$ cat src/rtl/sa_ctrl_pkg.sv
package sa_ctrl_pkg;

    ///////////////////////////////////////////////////////////////////////
    // Pass states
    ///////////////////////////////////////////////////////////////////////

    typedef enum logic [3:0] {
        ST_IDLE,
        ST_WAIT_WEIGHT,
        ST_LOAD,
        ST_WAIT_BRAM,
        ST_READY,
        ST_STREAM,
        ST_DRAIN,
        ST_STORE,
        ST_NEXT
    } sa_state_e;

    ///////////////////////////////////////////////////////////////////////
    // Phase timing
    ///////////////////////////////////////////////////////////////////////

    // Array settle time between weight load and streaming
    localparam int READY_CYCLES = 3;

    // Drain is 2 cycles per extra filter tap on top of this
    localparam int DRAIN_BASE_CYCLES = 6;

endpackage

$ cat src/rtl/sa_pass_fsm.sv
`timescale 1ns/100ps

module sa_pass_fsm #(
    parameter int N_COLS          = 4,
    parameter int MAX_FILTER_SIZE = 3,
    parameter int ADDR_W          = 16,
    parameter int CNT_W           = 8,
    localparam int COL_W          = $clog2(MAX_FILTER_SIZE + 1)
) (
    input  logic                   clk_i,
    input  logic                   sel_mux_tr_rst,
    input  logic                   layer_start_i,
    input  logic                   input_ready_i,
    input  logic                   weight_ready_i,
    input  logic                   bram_ready_i,
    input  logic                   channels_done_i,
    input  logic                   last_filter_i,
    input  logic                   last_input_i,
    input  logic [COL_W-1:0]       filter_size_i,
    input  logic [CNT_W-1:0]       inputs_per_round_i,
    output sa_ctrl_pkg::sa_state_e state_o,
    output logic                   layer_start_o,
    output logic                   rst_o,
    output logic                   load_o,
    output logic                   ready_o,
    output logic                   start_op_o,
    output logic                   rd_weight_ld_o,
    output logic                   rd_feature_ld_o,
    output logic                   rd_rom_signals_ld_o,
    output logic                   done_o,
    output logic [ADDR_W-1:0]      in_feature_addr_o,
    output logic [ADDR_W-1:0]      addrs_rom_signal_o
);

    sa_ctrl_pkg::sa_state_e state_q, state_d;
    logic [CNT_W-1:0]       step_q;
    logic [CNT_W-1:0]       step_limit;
    logic [CNT_W-1:0]       drain_len;
    logic                   step_last;
    logic                   layer_done;

    // 2*(fs-1) + base
    assign drain_len = CNT_W'(2 * (int'(filter_size_i) - 1) + sa_ctrl_pkg::DRAIN_BASE_CYCLES);

    always_comb begin
        case (state_q)
            sa_ctrl_pkg::ST_LOAD:   step_limit = CNT_W'(N_COLS);
            sa_ctrl_pkg::ST_READY:  step_limit = CNT_W'(sa_ctrl_pkg::READY_CYCLES);
            sa_ctrl_pkg::ST_STREAM: step_limit = inputs_per_round_i;
            default:                step_limit = drain_len;
        endcase
    end

    assign step_last  = (step_q == step_limit - 1'b1);
    assign layer_done = last_filter_i && last_input_i;

    ///////////////////////////////////////////////////////////////////////
    // Next state
    ///////////////////////////////////////////////////////////////////////

    always_comb begin
        state_d = state_q;
        case (state_q)
            sa_ctrl_pkg::ST_IDLE, sa_ctrl_pkg::ST_NEXT: begin
                // Idle waits for a start, NEXT for the next input block
                if ((state_q == sa_ctrl_pkg::ST_IDLE) ? layer_start_i : input_ready_i) begin
                    state_d = weight_ready_i ? sa_ctrl_pkg::ST_LOAD
                                             : sa_ctrl_pkg::ST_WAIT_WEIGHT;
                end
            end
            sa_ctrl_pkg::ST_WAIT_WEIGHT:
                if (weight_ready_i) state_d = sa_ctrl_pkg::ST_LOAD;
            sa_ctrl_pkg::ST_LOAD:
                if (step_last) state_d = sa_ctrl_pkg::ST_WAIT_BRAM;
            sa_ctrl_pkg::ST_WAIT_BRAM:
                if (bram_ready_i) state_d = sa_ctrl_pkg::ST_READY;
            sa_ctrl_pkg::ST_READY:
                if (step_last) state_d = sa_ctrl_pkg::ST_STREAM;
            sa_ctrl_pkg::ST_STREAM:
                if (step_last) state_d = sa_ctrl_pkg::ST_DRAIN;
            sa_ctrl_pkg::ST_DRAIN:
                if (step_last) begin
                    state_d = channels_done_i ? sa_ctrl_pkg::ST_STORE : sa_ctrl_pkg::ST_NEXT;
                end
            sa_ctrl_pkg::ST_STORE:
                state_d = layer_done ? sa_ctrl_pkg::ST_IDLE : sa_ctrl_pkg::ST_NEXT;
            default:
                state_d = sa_ctrl_pkg::ST_IDLE;
        endcase
    end

    // Step counter restarts on every state change
    always_ff @(posedge clk_i or posedge sel_mux_tr_rst) begin
        if (sel_mux_tr_rst) begin
            state_q <= sa_ctrl_pkg::ST_IDLE;
            step_q  <= '0;
        end else begin
            state_q <= state_d;
            step_q  <= (state_d != state_q) ? '0 : step_q + 1'b1;
        end
    end

    ///////////////////////////////////////////////////////////////////////
    // Address counters
    ///////////////////////////////////////////////////////////////////////

    always_ff @(posedge clk_i or posedge sel_mux_tr_rst) begin
        if (sel_mux_tr_rst) begin
            in_feature_addr_o  <= '0;
            addrs_rom_signal_o <= '0;
        end else begin
            if (state_q == sa_ctrl_pkg::ST_LOAD) begin
                in_feature_addr_o <= '0;
            end else if (state_q == sa_ctrl_pkg::ST_STREAM) begin
                in_feature_addr_o <= in_feature_addr_o + 1'b1;
            end
            // ROM address runs on across passes of one layer
            if (layer_start_o) begin
                addrs_rom_signal_o <= '0;
            end else if (state_q == sa_ctrl_pkg::ST_LOAD) begin
                addrs_rom_signal_o <= addrs_rom_signal_o + 1'b1;
            end
        end
    end

    assign state_o             = state_q;
    assign layer_start_o       = (state_q == sa_ctrl_pkg::ST_IDLE) && layer_start_i;
    assign rst_o               = (state_q == sa_ctrl_pkg::ST_IDLE);
    assign load_o              = (state_q == sa_ctrl_pkg::ST_LOAD);
    assign rd_weight_ld_o      = load_o;
    assign rd_rom_signals_ld_o = load_o;
    assign ready_o             = (state_q == sa_ctrl_pkg::ST_READY);
    assign rd_feature_ld_o     = (state_q == sa_ctrl_pkg::ST_STREAM);
    assign start_op_o          = rd_feature_ld_o || (state_q == sa_ctrl_pkg::ST_DRAIN);
    assign done_o              = (state_q == sa_ctrl_pkg::ST_STORE) && layer_done;

    // Weights must be settled before the array computes
    a_load_op_excl: assert property (@(posedge clk_i) disable iff (sel_mux_tr_rst)
        !(load_o && start_op_o));

    a_state_legal: assert property (@(posedge clk_i) disable iff (sel_mux_tr_rst)
        state_q <= sa_ctrl_pkg::ST_NEXT);

endmodule

$ cat src/rtl/sa_round_tracker.sv
`timescale 1ns/100ps

module sa_round_tracker #(
    parameter int N_ROWS          = 4,
    parameter int MAX_FILTER_SIZE = 3,
    parameter int CNT_W           = 8,
    localparam int COL_W          = $clog2(MAX_FILTER_SIZE + 1)
) (
    input  logic                   clk_i,
    input  logic                   sel_mux_tr_rst,
    input  logic                   layer_start_i,
    input  sa_ctrl_pkg::sa_state_e state_i,
    input  logic [COL_W-1:0]       filter_size_i,
    input  logic [CNT_W-1:0]       total_channels_i,
    input  logic [CNT_W-1:0]       filter_rounds_i,
    input  logic [CNT_W-1:0]       input_rounds_i,
    input  logic [CNT_W-1:0]       inputs_per_round_i,
    output logic [COL_W-1:0]       filter_size_o,
    output logic [CNT_W-1:0]       inputs_per_round_o,
    output logic                   channels_done_o,
    output logic                   last_filter_o,
    output logic                   last_input_o
);

    logic [CNT_W-1:0] total_channels_q;
    logic [CNT_W-1:0] filter_rounds_q;
    logic [CNT_W-1:0] input_rounds_q;
    logic [CNT_W-1:0] ch_step_q;
    logic [CNT_W-1:0] ch_cnt_q;
    logic [CNT_W-1:0] filter_cnt_q;
    logic [CNT_W-1:0] input_cnt_q;
    logic             in_drain_q;
    logic             drain_entry;
    logic             in_store;

    assign drain_entry = (state_i == sa_ctrl_pkg::ST_DRAIN) && !in_drain_q;
    assign in_store    = (state_i == sa_ctrl_pkg::ST_STORE);

    always_ff @(posedge clk_i or posedge sel_mux_tr_rst) begin
        if (sel_mux_tr_rst) begin
            filter_size_o      <= '0;
            inputs_per_round_o <= '0;
            total_channels_q   <= '0;
            filter_rounds_q    <= '0;
            input_rounds_q     <= '0;
            ch_step_q          <= '0;
            ch_cnt_q           <= '0;
            filter_cnt_q       <= '0;
            input_cnt_q        <= '0;
            in_drain_q         <= 1'b0;
        end else begin
            in_drain_q <= (state_i == sa_ctrl_pkg::ST_DRAIN);
            if (layer_start_i) begin
                filter_size_o      <= filter_size_i;
                inputs_per_round_o <= inputs_per_round_i;
                total_channels_q   <= total_channels_i;
                filter_rounds_q    <= filter_rounds_i;
                input_rounds_q     <= input_rounds_i;
                // Channels covered by one pass of the array
                ch_step_q          <= CNT_W'(N_ROWS / filter_size_i);
                ch_cnt_q           <= '0;
                filter_cnt_q       <= '0;
                input_cnt_q        <= '0;
            end else if (drain_entry) begin
                ch_cnt_q <= ch_cnt_q + ch_step_q;
            end else if (in_store) begin
                ch_cnt_q <= '0;
                if (last_filter_o) begin
                    filter_cnt_q <= '0;
                    input_cnt_q  <= input_cnt_q + 1'b1;
                end else begin
                    filter_cnt_q <= filter_cnt_q + 1'b1;
                end
            end
        end
    end

    assign channels_done_o = (ch_cnt_q >= total_channels_q);
    assign last_filter_o   = (filter_cnt_q == filter_rounds_q - 1'b1);
    assign last_input_o    = (input_cnt_q == input_rounds_q - 1'b1);

    // Channel step divides by this
    a_fs_nonzero: assert property (@(posedge clk_i) disable iff (sel_mux_tr_rst)
        (state_i != sa_ctrl_pkg::ST_IDLE) |-> (filter_size_o != '0));

endmodule

$ cat src/rtl/sa_row_ctrl_decode.sv
`timescale 1ns/100ps

module sa_row_ctrl_decode #(
    parameter int N_ROWS           = 4,
    parameter int MAX_FILTER_SIZE  = 3,
    parameter int MAX_LEN_TRANSFER = 4,
    localparam int SEL_W           = $clog2(MAX_FILTER_SIZE),
    localparam int COL_W           = $clog2(MAX_FILTER_SIZE + 1),
    localparam int TR_W            = $clog2(MAX_LEN_TRANSFER),
    localparam int ROM_W           = N_ROWS * (SEL_W + COL_W + TR_W + 1)
) (
    input  logic                              clk_i,
    input  logic                              sel_mux_tr_rst,
    input  logic                              clear_i,
    input  logic                              load_i,
    input  logic [ROM_W-1:0]                  rom_word_i,
    input  logic [COL_W-1:0]                  filter_size_i,
    output logic [N_ROWS-1:0][SEL_W-1:0]      f_sel_o,
    output logic [N_ROWS-1:0][COL_W-1:0]      number_of_columns_o,
    output logic [N_ROWS-1:0][COL_W-1:0]      column_num_o,
    output logic [N_ROWS-1:0][TR_W-1:0]       sel_mux_tr_o,
    output logic [N_ROWS-1:0]                 en_adder_node_o,
    output logic [N_ROWS-1:0][COL_W-1:0]      row_num_o,
    output logic [N_ROWS-1:0]                 sel_mux_node_o
);

    // Field offsets inside the ROM word
    localparam int COL_OFS = N_ROWS * SEL_W;
    localparam int TR_OFS  = COL_OFS + N_ROWS * COL_W;
    localparam int EN_OFS  = TR_OFS + N_ROWS * TR_W;

    logic [N_ROWS-1:0][SEL_W-1:0] rom_f_sel;
    logic [N_ROWS-1:0][COL_W-1:0] rom_ncols;
    logic [N_ROWS-1:0][TR_W-1:0]  rom_tr;
    logic [N_ROWS-1:0][TR_W-1:0]  tr_pre_q;
    logic [N_ROWS-1:0][COL_W-1:0] col_cnt_q;

    for (genvar r = 0; r < N_ROWS; r++) begin : g_slice
        assign rom_f_sel[r] = rom_word_i[r*SEL_W +: SEL_W];
        assign rom_ncols[r] = rom_word_i[COL_OFS + r*COL_W +: COL_W];
        assign rom_tr[r]    = rom_word_i[TR_OFS + r*TR_W +: TR_W];
    end

    ///////////////////////////////////////////////////////////////////////
    // Registered row controls
    ///////////////////////////////////////////////////////////////////////

    always_ff @(posedge clk_i or posedge sel_mux_tr_rst) begin
        if (sel_mux_tr_rst) begin
            f_sel_o             <= '0;
            number_of_columns_o <= '0;
            column_num_o        <= '0;
            en_adder_node_o     <= '0;
            tr_pre_q            <= '0;
            sel_mux_tr_o        <= '0;
            col_cnt_q           <= '0;
        end else if (clear_i) begin
            f_sel_o             <= '0;
            number_of_columns_o <= '0;
            column_num_o        <= '0;
            en_adder_node_o     <= '0;
            tr_pre_q            <= '0;
            sel_mux_tr_o        <= '0;
            col_cnt_q           <= '0;
        end else if (load_i) begin
            f_sel_o             <= rom_f_sel;
            number_of_columns_o <= rom_ncols;
            en_adder_node_o     <= rom_word_i[EN_OFS +: N_ROWS];
            // Transfer select lags the load by two beats
            tr_pre_q            <= rom_tr;
            sel_mux_tr_o        <= tr_pre_q;
            for (int r = 0; r < N_ROWS; r++) begin
                column_num_o[r] <= rom_ncols[r] - col_cnt_q[r];
                if (col_cnt_q[r] == rom_ncols[r] - 1'b1) begin
                    col_cnt_q[r] <= '0;
                end else begin
                    col_cnt_q[r] <= col_cnt_q[r] + 1'b1;
                end
            end
        end
    end

    ///////////////////////////////////////////////////////////////////////
    // Row map repeating 1..filter_size down the array
    ///////////////////////////////////////////////////////////////////////

    always_comb begin
        logic [COL_W-1:0] num;
        num = COL_W'(1);
        for (int r = 0; r < N_ROWS; r++) begin
            row_num_o[r] = num;
            // Last row of each filter group feeds the node adder directly
            sel_mux_node_o[r] = (num != filter_size_i);
            num = (num == filter_size_i) ? COL_W'(1) : num + 1'b1;
        end
    end

endmodule

$ cat src/rtl/sa_ctrl_top.sv
`timescale 1ns/100ps

module sa_ctrl_top #(
    parameter int N_ROWS           = 4,
    parameter int N_COLS           = 4,
    parameter int MAX_FILTER_SIZE  = 3,
    parameter int MAX_LEN_TRANSFER = 4,
    parameter int ADDR_W           = 16,
    parameter int CNT_W            = 8,
    localparam int SEL_W           = $clog2(MAX_FILTER_SIZE),
    localparam int COL_W           = $clog2(MAX_FILTER_SIZE + 1),
    localparam int TR_W            = $clog2(MAX_LEN_TRANSFER),
    localparam int ROM_W           = N_ROWS * (SEL_W + COL_W + TR_W + 1)
) (
    input  logic                         clk_i,
    input  logic                         sel_mux_tr_rst,
    input  logic                         layer_start_i,
    input  logic [COL_W-1:0]             filter_size_i,
    input  logic [CNT_W-1:0]             total_channels_i,
    input  logic [CNT_W-1:0]             filter_rounds_i,
    input  logic [CNT_W-1:0]             input_rounds_i,
    input  logic [CNT_W-1:0]             inputs_per_round_i,
    input  logic                         input_ready_i,
    input  logic                         weight_ready_i,
    input  logic                         bram_ready_i,
    input  logic [ROM_W-1:0]             rom_word_i,
    output logic                         rst_o,
    output logic                         load_o,
    output logic                         ready_o,
    output logic                         start_op_o,
    output logic                         rd_weight_ld_o,
    output logic                         rd_feature_ld_o,
    output logic                         rd_rom_signals_ld_o,
    output logic                         done_o,
    output logic [ADDR_W-1:0]            in_feature_addr_o,
    output logic [ADDR_W-1:0]            addrs_rom_signal_o,
    output logic [N_ROWS-1:0][SEL_W-1:0] f_sel_o,
    output logic [N_ROWS-1:0][COL_W-1:0] number_of_columns_o,
    output logic [N_ROWS-1:0][COL_W-1:0] column_num_o,
    output logic [N_ROWS-1:0][TR_W-1:0]  sel_mux_tr_o,
    output logic [N_ROWS-1:0]            en_adder_node_o,
    output logic [N_ROWS-1:0][COL_W-1:0] row_num_o,
    output logic [N_ROWS-1:0]            sel_mux_node_o
);

    sa_ctrl_pkg::sa_state_e state;
    logic                   layer_start;
    logic                   channels_done;
    logic                   last_filter;
    logic                   last_input;
    logic [COL_W-1:0]       filter_size;
    logic [CNT_W-1:0]       inputs_per_round;

    sa_pass_fsm #(
        .N_COLS(N_COLS), .MAX_FILTER_SIZE(MAX_FILTER_SIZE), .ADDR_W(ADDR_W), .CNT_W(CNT_W)
    ) i_pass_fsm (
        .clk_i, .sel_mux_tr_rst, .layer_start_i, .input_ready_i, .weight_ready_i,
        .bram_ready_i,
        .channels_done_i(channels_done), .last_filter_i(last_filter),
        .last_input_i(last_input), .filter_size_i(filter_size),
        .inputs_per_round_i(inputs_per_round),
        .state_o(state), .layer_start_o(layer_start),
        .rst_o, .load_o, .ready_o, .start_op_o, .rd_weight_ld_o, .rd_feature_ld_o,
        .rd_rom_signals_ld_o, .done_o, .in_feature_addr_o, .addrs_rom_signal_o
    );

    sa_round_tracker #(
        .N_ROWS(N_ROWS), .MAX_FILTER_SIZE(MAX_FILTER_SIZE), .CNT_W(CNT_W)
    ) i_round_tracker (
        .clk_i, .sel_mux_tr_rst, .layer_start_i(layer_start), .state_i(state),
        .filter_size_i, .total_channels_i, .filter_rounds_i, .input_rounds_i,
        .inputs_per_round_i,
        .filter_size_o(filter_size), .inputs_per_round_o(inputs_per_round),
        .channels_done_o(channels_done), .last_filter_o(last_filter),
        .last_input_o(last_input)
    );

    sa_row_ctrl_decode #(
        .N_ROWS(N_ROWS), .MAX_FILTER_SIZE(MAX_FILTER_SIZE), .MAX_LEN_TRANSFER(MAX_LEN_TRANSFER)
    ) i_row_ctrl_decode (
        .clk_i, .sel_mux_tr_rst, .clear_i(rst_o), .load_i(load_o), .rom_word_i,
        .filter_size_i(filter_size),
        .f_sel_o, .number_of_columns_o, .column_num_o, .sel_mux_tr_o, .en_adder_node_o,
        .row_num_o, .sel_mux_node_o
    );

endmodule

$ cat config.mk
export PLATFORM = sky130hd
export DESIGN_NAME = sa_ctrl_top
export DESIGN_NICKNAME = d
export VERILOG_FILES = /design/src/rtl/sa_ctrl_pkg.sv /design/src/rtl/sa_pass_fsm.sv /design/src/rtl/sa_round_tracker.sv /design/src/rtl/sa_row_ctrl_decode.sv /design/src/rtl/sa_ctrl_top.sv
export SDC_FILE = /design/constraint.sdc
export NUM_CORES = 1
export LEC_CHECK = 0
export BUFFER_PORTS_ARGS = -buffer_cell sky130_fd_sc_hd__buf_4
export CAP_MARGIN = 10
export CORE_MARGIN = 1.5
export CORE_UTILIZATION = 55
export CTS_CLUSTER_DIAMETER = 100
export CTS_CLUSTER_SIZE = 16
export DETAILED_ROUTE_END_ITERATION = 6
export GPL_ROUTABILITY_DRIVEN = 1
export HOLD_SLACK_MARGIN = 0.02
export PLACE_DENSITY_LB_ADDON = 0.12
export SLEW_MARGIN = 20
export SYNTH_ARGS = -nofsm -noshare
export SYNTH_HDL_FRONTEND = slang
export SYNTH_SLANG_ARGS = --single-unit
export TNS_END_PERCENT = 1
$ cat constraint.sdc
create_clock -name clk_i -period 11.2 [get_ports clk_i]
set_clock_uncertainty 0.2 [all_clocks]
set_input_delay 2.24 -clock clk_i [delete_from_list [all_inputs] [get_ports clk_i]]
set_output_delay 2.24 -clock clk_i [all_outputs]
set_load 0.02 [all_outputs]
Word level (Yosys, flattened, before mapping)
Cells that the tools add are included.
{"block": "word_totals", "register_bits": 163, "out_inout_bits": 88, "wordCells": 156}
{"block": "classes", "addsub": 25, "div": 1, "magnitude_cmp": 1, "eq_ne": 24, "muxes": 50, "reduce_logical": 16}
{"cell": "two-way mux 8 bit", "count": 24}
{"cell": "two-way mux 16 bit", "count": 4}
{"cell": "two-way mux 4 bit", "count": 11}
{"cell": "adder 16 x 1 -> 16 bit, second input constant", "count": 2}
{"cell": "divider 3 x 2 -> 32 bit, first input constant", "count": 1}
{"cell": "one-hot mux 4 bit (8 select lines)", "count": 1}
{"cell": "adder 8 x 1 -> 8 bit, second input constant", "count": 3}
{"cell": "== test 8 bit", "count": 3}
{"cell": "one-hot mux 8 bit (3 select lines)", "count": 1}
{"cell": "subtractor 8 x 1 -> 8 bit, second input constant", "count": 3}
{"cell": "== test 4 x 3 -> 1 bit, second input constant", "count": 4}
{"cell": "two-way mux 2 bit", "count": 8}
{"cell": "adder 2 x 1 -> 2 bit, second input constant", "count": 6}
{"cell": "== test 2 bit", "count": 6}
{"cell": "nonzero test 2 bit", "count": 5}
{"cell": "adder 8 x 4 -> 8 bit, second input constant", "count": 1}
{"cell": "adder 8 bit", "count": 1}
{"cell": "== test 4 x 2 -> 1 bit, second input constant", "count": 2}
{"cell": ">= comparator 8 bit", "count": 1}
{"cell": "subtractor 2 x 1 -> 2 bit, second input constant", "count": 4}
{"cell": "subtractor 2 bit", "count": 4}
{"cell": "!= test 2 bit", "count": 3}
{"cell": "== test 4 x 1 -> 1 bit, second input constant", "count": 1}
{"cell": "== test 4 bit, second input constant", "count": 1}
{"cell": "14 further kinds", "count": 17}

Logic depth before layout (Yosys ltp)
{"block": "logic_depth", "word_depth": 9, "mapped_depth": 12}

Cells and area by module
Synthesis repeated with hierarchy kept, for this count alone.
{"block": "hier_totals", "hier_cells": 907, "hier_area_um2": 9024.9}
{"module": "sa_round_tracker", "n_inst": 1, "cells_each": 348, "area_each_um2": 3563.4, "seq_area_each_um2": 1576.5}
{"module": "sa_pass_fsm", "n_inst": 1, "cells_each": 325, "area_each_um2": 2905.3, "seq_area_each_um2": 1101.1}
{"module": "sa_row_ctrl_decode", "n_inst": 1, "cells_each": 234, "area_each_um2": 2556.2, "seq_area_each_um2": 1301.2}

Worst setup path after synthesis
OpenSTA, ideal clock, no wires.
{"block": "synth_timing", "kind": "reg-to-output", "from": "register i_round_tracker.filter_rounds_q[0]", "to": "output port done_o", "arrival_ns": 1.900, "required_ns": 8.760, "slack_ns": 6.860, "stages_incl_launch_ff": 9, "cell_sequence": "dfrtp_1 -> inv_1 -> ha_1 -> nand2b_1 -> o211a_1 -> o31a_1 -> a211oi_1 -> nand4_1 -> nor2_1"}
{"block": "synth_via", "elab_chain_cells": 4}
{"item": "start: declaration", "line": "sa_round_tracker.sv:26", "text": "logic [CNT_W-1:0] filter_rounds_q;"}
{"item": "start signal: assignment", "line": "sa_round_tracker.sv:57", "text": "filter_rounds_q <= filter_rounds_i;"}
{"item": "subtractor 8 x 1 -> 8 bit", "line": "sa_round_tracker.sv:79", "text": "assign last_filter_o = (filter_cnt_q == filter_rounds_q - 1'b1);"}
{"item": "== test 8 bit", "line": "sa_round_tracker.sv:79"}
{"item": "logical AND 1 bit", "line": "sa_pass_fsm.sv:55", "text": "assign layer_done = last_filter_i && last_input_i;"}
{"item": "logical AND 1 bit", "line": "sa_pass_fsm.sv:135", "text": "assign done_o = (state_q == sa_ctrl_pkg::ST_STORE) && layer_done;"}
{"item": "end: declaration", "line": "sa_ctrl_top.sv:34", "text": "output logic done_o,"}
No other way between the ends.

Worst setup path in the final report
{"block": "layout_timing", "from": "register i_round_tracker.filter_rounds_q[2]", "to": "output port done_o"}
Same word-level chain as after synthesis.

==> results.sh <==
export IMPL_status="completed"
export IMPL_ff2ff_path_depth=11
export IMPL_crit_fanout=6
export IMPL_cts_buffers=17
export IMPL_synthesis_instances=980
export IMPL_setup_violations=0
export IMPL_power_density_mw_per_mm2=261
export IMPL_tightest_slew_ns=0.948
export IMPL_grt_setup_unrepaired="false"
export IMPL_p_total_mw=2.74
export IMPL_dpl_hpwl_um=13300
export IMPL_core_area_mm2=0.0154
export IMPL_slowest_stage="a2111o_1"
export IMPL_synth_seq_area_share_pct=45.6
export IMPL_firstDrtPassIters=4
export IMPL_grt_pass1_wl_um=31900
export IMPL_r2r_end="i_pass_fsm.step_q[3]"
export IMPL_worstHoldStart="i_row_ctrl_decode.f_sel_o[1]"
export IMPL_setup_tns_ns=0
export IMPL_cp_start_kind="flip-flop"
export IMPL_max_stage_delay_ns=0.46
export IMPL_wirelength_um=19000
export IMPL_synthFlopType="dfrtp_1"
export IMPL_area_growth_pct=20.2
export IMPL_hold_viol_final=0
export IMPL_synth_seq_cells=159
export IMPL_maxSlewViolCount=0
export IMPL_grt_max_degree=94
export IMPL_clk_path_buf_depth=2
export IMPL_grt_pass1_vias=6655
export IMPL_insertion_delay_ns=0.42
export IMPL_clock_fmax_ghz=0.198
export IMPL_path_delay_family="simple AND/OR/NAND/NOR gates"
export IMPL_wl_per_cell_um=14.3
export IMPL_die_height_um=129
export IMPL_cp_end_kind="output pin"
export IMPL_rows=45
export IMPL_synth_edf_count=0
export IMPL_die_area_mm2=0.0166
export IMPL_layout_setup_ws_ns=6.15
export IMPL_drtIter0Drc=503
export IMPL_grt_met2_usage_pct=38.5
export IMPL_routed_via_density=5.33
export IMPL_r2r_setup_slack_ns=6.96
export IMPL_track_usage_pct=24.3
export IMPL_crit_required_ns=8.76
export IMPL_placed_cells=1294
export IMPL_num_vias=7065
export IMPL_register_area_mm2=0.00398
export IMPL_met1_usage_pct=33.2
export IMPL_postCtsSetupBuffers=0
export IMPL_antenna_found_initial=0
export IMPL_yosysWarnings=0
export IMPL_gr_usage_met3_pct=5.16
export IMPL_finalCriticalPeriod_ns=5.05
export IMPL_cap_violations=0
export IMPL_fill_cells=1291
export IMPL_route_detailed_drc=0
export IMPL_ctsHoldBuffers=0
export IMPL_port_buffers=153
export IMPL_syn_nets=1085
export IMPL_num_io_pins=156
export IMPL_die_x_um=129
export IMPL_p_leak_nw=5.14
export IMPL_fin_nets=1207
export IMPL_synth_cell_types=71
export IMPL_cts_sinks=159
export IMPL_ant_nets=0
export IMPL_cp_cell_sequence="nor2_1, nand4_1, a2111o_1, a211oi_1, nand4_1, nor2_1, buf_4"
export IMPL_cts_tree="done"
export IMPL_avgSynthCellArea_um2=8.91
export IMPL_cts_root_buf="clkbuf_16"
export IMPL_post_dp_cell_area_mm2=0.00995
export IMPL_hold_path_class="reg -> reg"
export IMPL_overflow=0
export IMPL_crit_type="reg -> out"
export IMPL_cts_resized=0
export IMPL_hold_end="i_row_ctrl_decode.f_sel_o[1]"
export IMPL_hold_depth=2
export IMPL_stdcell_count=1326
export IMPL_grt_busiest_layer="met2"
export IMPL_synth_async_reset_ratio_pct=100
export IMPL_finish_utilization_pct=68.3
export IMPL_multi_input_area_mm2=0.00433
export IMPL_crit_buf_inv=1
export IMPL_fin_crit_sh_pct=45.1
export IMPL_timing_rr_start="i_pass_fsm.state_o[1]"
export IMPL_dp_worst_setup_slack_ns=6.63
export IMPL_finalInstanceArea_mm2=0.0105
export IMPL_whs_ns=0.277
export IMPL_slew_headroom_pct=36.8
export IMPL_drive_gt1_share_pct=18.7
export IMPL_syn_cell_area_mm2=0.00873
export IMPL_place_congestion=0.862
export IMPL_clk_pin_slew_ns=0.07
export IMPL_cts_htree_levels=4
export IMPL_arrival_ns=2.61
export IMPL_ir_drop_uv=140
export IMPL_initial_core_util_pct=56.8
export IMPL_n_antenna_cell=0
layer usage:
| layer | vias to the layer above | share of wire, % |
|---|---|---|
| met5 | - | 0 |
| li1 | 3552 | - |
| met4 | 0 | 2.0 |
| met3 | 24 | 3.7 |
| met1 | 3354 | 47 |
| met2 | 135 | 47 |
cell families after synthesis:
family                   Yosys count  synth area share (%)
AO/OA/AOI/OAI                    185                  13.2
XOR/XNOR                          91                  9.28
other                              2                0.0860
AND/OR/NAND/NOR                  396                  20.8
adder cells (fa/ha/maj)           37                  5.39
buffers and inverters            103                  4.87
multiplexers                       7                 0.817
flip-flops                       159                  45.6
placed cells by master, fill, tap and decap left out, types with 5 or more instances in the layout:
| master | n |
|---|---|
| nand2b_1 | 12 |
| or2_2 | 5 |
| and3_1 | 10 |
| nand4_1 | 14 |
| nor2_1 | 78 |
| xor2_1 | 51 |
| nor2b_1 | 6 |
| ha_1 | 36 |
| nor4_1 | 6 |
| or3_1 | 8 |
| o31ai_1 | 7 |
| o22ai_1 | 9 |
| nand3_1 | 25 |
| a21oi_1 | 27 |
| buf_4 | 158 |
| inv_1 | 45 |
| mux2i_1 | 6 |
| nand2_1 | 195 |
| nor3_1 | 13 |
| and4_1 | 5 |
| xnor2_1 | 39 |
| a21o_1 | 7 |
| o21ai_0 | 90 |
| clkbuf_16 | 17 |
| clkinv_4 | 6 |
| dfrtp_1 | 158 |
power by group:
group | switching, mW | internal [mW] | total (mW)
logic | 0.724 | 0.536 | 1.26
registers | 0.190 | 0.754 | 0.944
clock network | 0.234 | 0.297 | 0.531
how the worst max path moves through the flow:
stage	from	to	depth (start not counted)
after floorplan	sel_mux_tr_rst	i_pass_fsm.addrs_rom_signal_o[0]	1
after global placement	i_round_tracker.filter_rounds_q[0]	done_o	9
after detailed placement	i_round_tracker.filter_rounds_q[0]	done_o	9
after CTS	i_round_tracker.filter_rounds_q[0]	done_o	9
after global routing	i_round_tracker.filter_rounds_q[2]	done_o	7
final	i_round_tracker.filter_rounds_q[2]	done_o	7
flip-flops by register name, summed over array words and instances, names as in the netlist, 4 cells and up:
| name | flops |
|---|---|
| i_row_ctrl_decode.number_of_columns_o | 8 |
| i_round_tracker.input_rounds_q | 8 |
| i_row_ctrl_decode.en_adder_node_o | 4 |
| i_row_ctrl_decode.tr_pre_q | 8 |
| i_row_ctrl_decode.col_cnt_q | 8 |
| i_round_tracker.inputs_per_round_o | 8 |
| i_round_tracker.ch_cnt_q | 8 |
| i_pass_fsm.step_q | 8 |
| i_row_ctrl_decode.column_num_o | 8 |
| i_row_ctrl_decode.f_sel_o | 8 |
| i_round_tracker.ch_step_q | 4 |
| i_pass_fsm.in_feature_addr_o | 16 |
| i_row_ctrl_decode.sel_mux_tr_o | 8 |
| i_round_tracker.filter_cnt_q | 8 |
| i_pass_fsm.state_o | 4 |
| i_round_tracker.total_channels_q | 8 |
| i_round_tracker.input_cnt_q | 8 |
| i_pass_fsm.addrs_rom_signal_o | 16 |
| i_round_tracker.filter_rounds_q | 8 |
cells in the mapped netlist, drive strengths merged (3+ instances only):
cell type,instances,area (um^2)
o31ai,7,52.6
nand2,195,732
mux2i,6,60.1
a21oi,27,135
nor2,79,299
o21ai,91,455
nand3,25,125
o211a,5,50.1
or2,5,31.3
o22ai,9,56.3
buf,13,85.1
o21bai,4,30.0
dfrtp,159,3980
xnor2,39,342
a41oi,3,26.3
nor3,13,65.1
or3,9,56.3
nand2b,12,75.1
clkbuf,42,158
and4,5,43.8
and3,11,68.8
nor4,8,62.6
nand4,14,87.6
nor2b,6,37.5
ha,36,450
a31oi,3,18.8
inv,48,183
a211oi,3,22.5
xor2,51,447
a21o,7,52.6
worst min-delay path, stage by stage, from the launching register on:
cell and delay [ns]:
dfrtp_1 0.34, nand2_1 0.04, o21ai_0 0.06
final cells by class:
cell class,instances,share of cell area [%]
inverters,48,1.79
repair buffers,158,11.3
flip-flops and latches,159,37.9
clock buffers,21,4.39
well taps,211,2.52
multi-input cells,718,41.3
clock inverters,11,0.823
No activity file was read; power rests on OpenSTA's default activity.
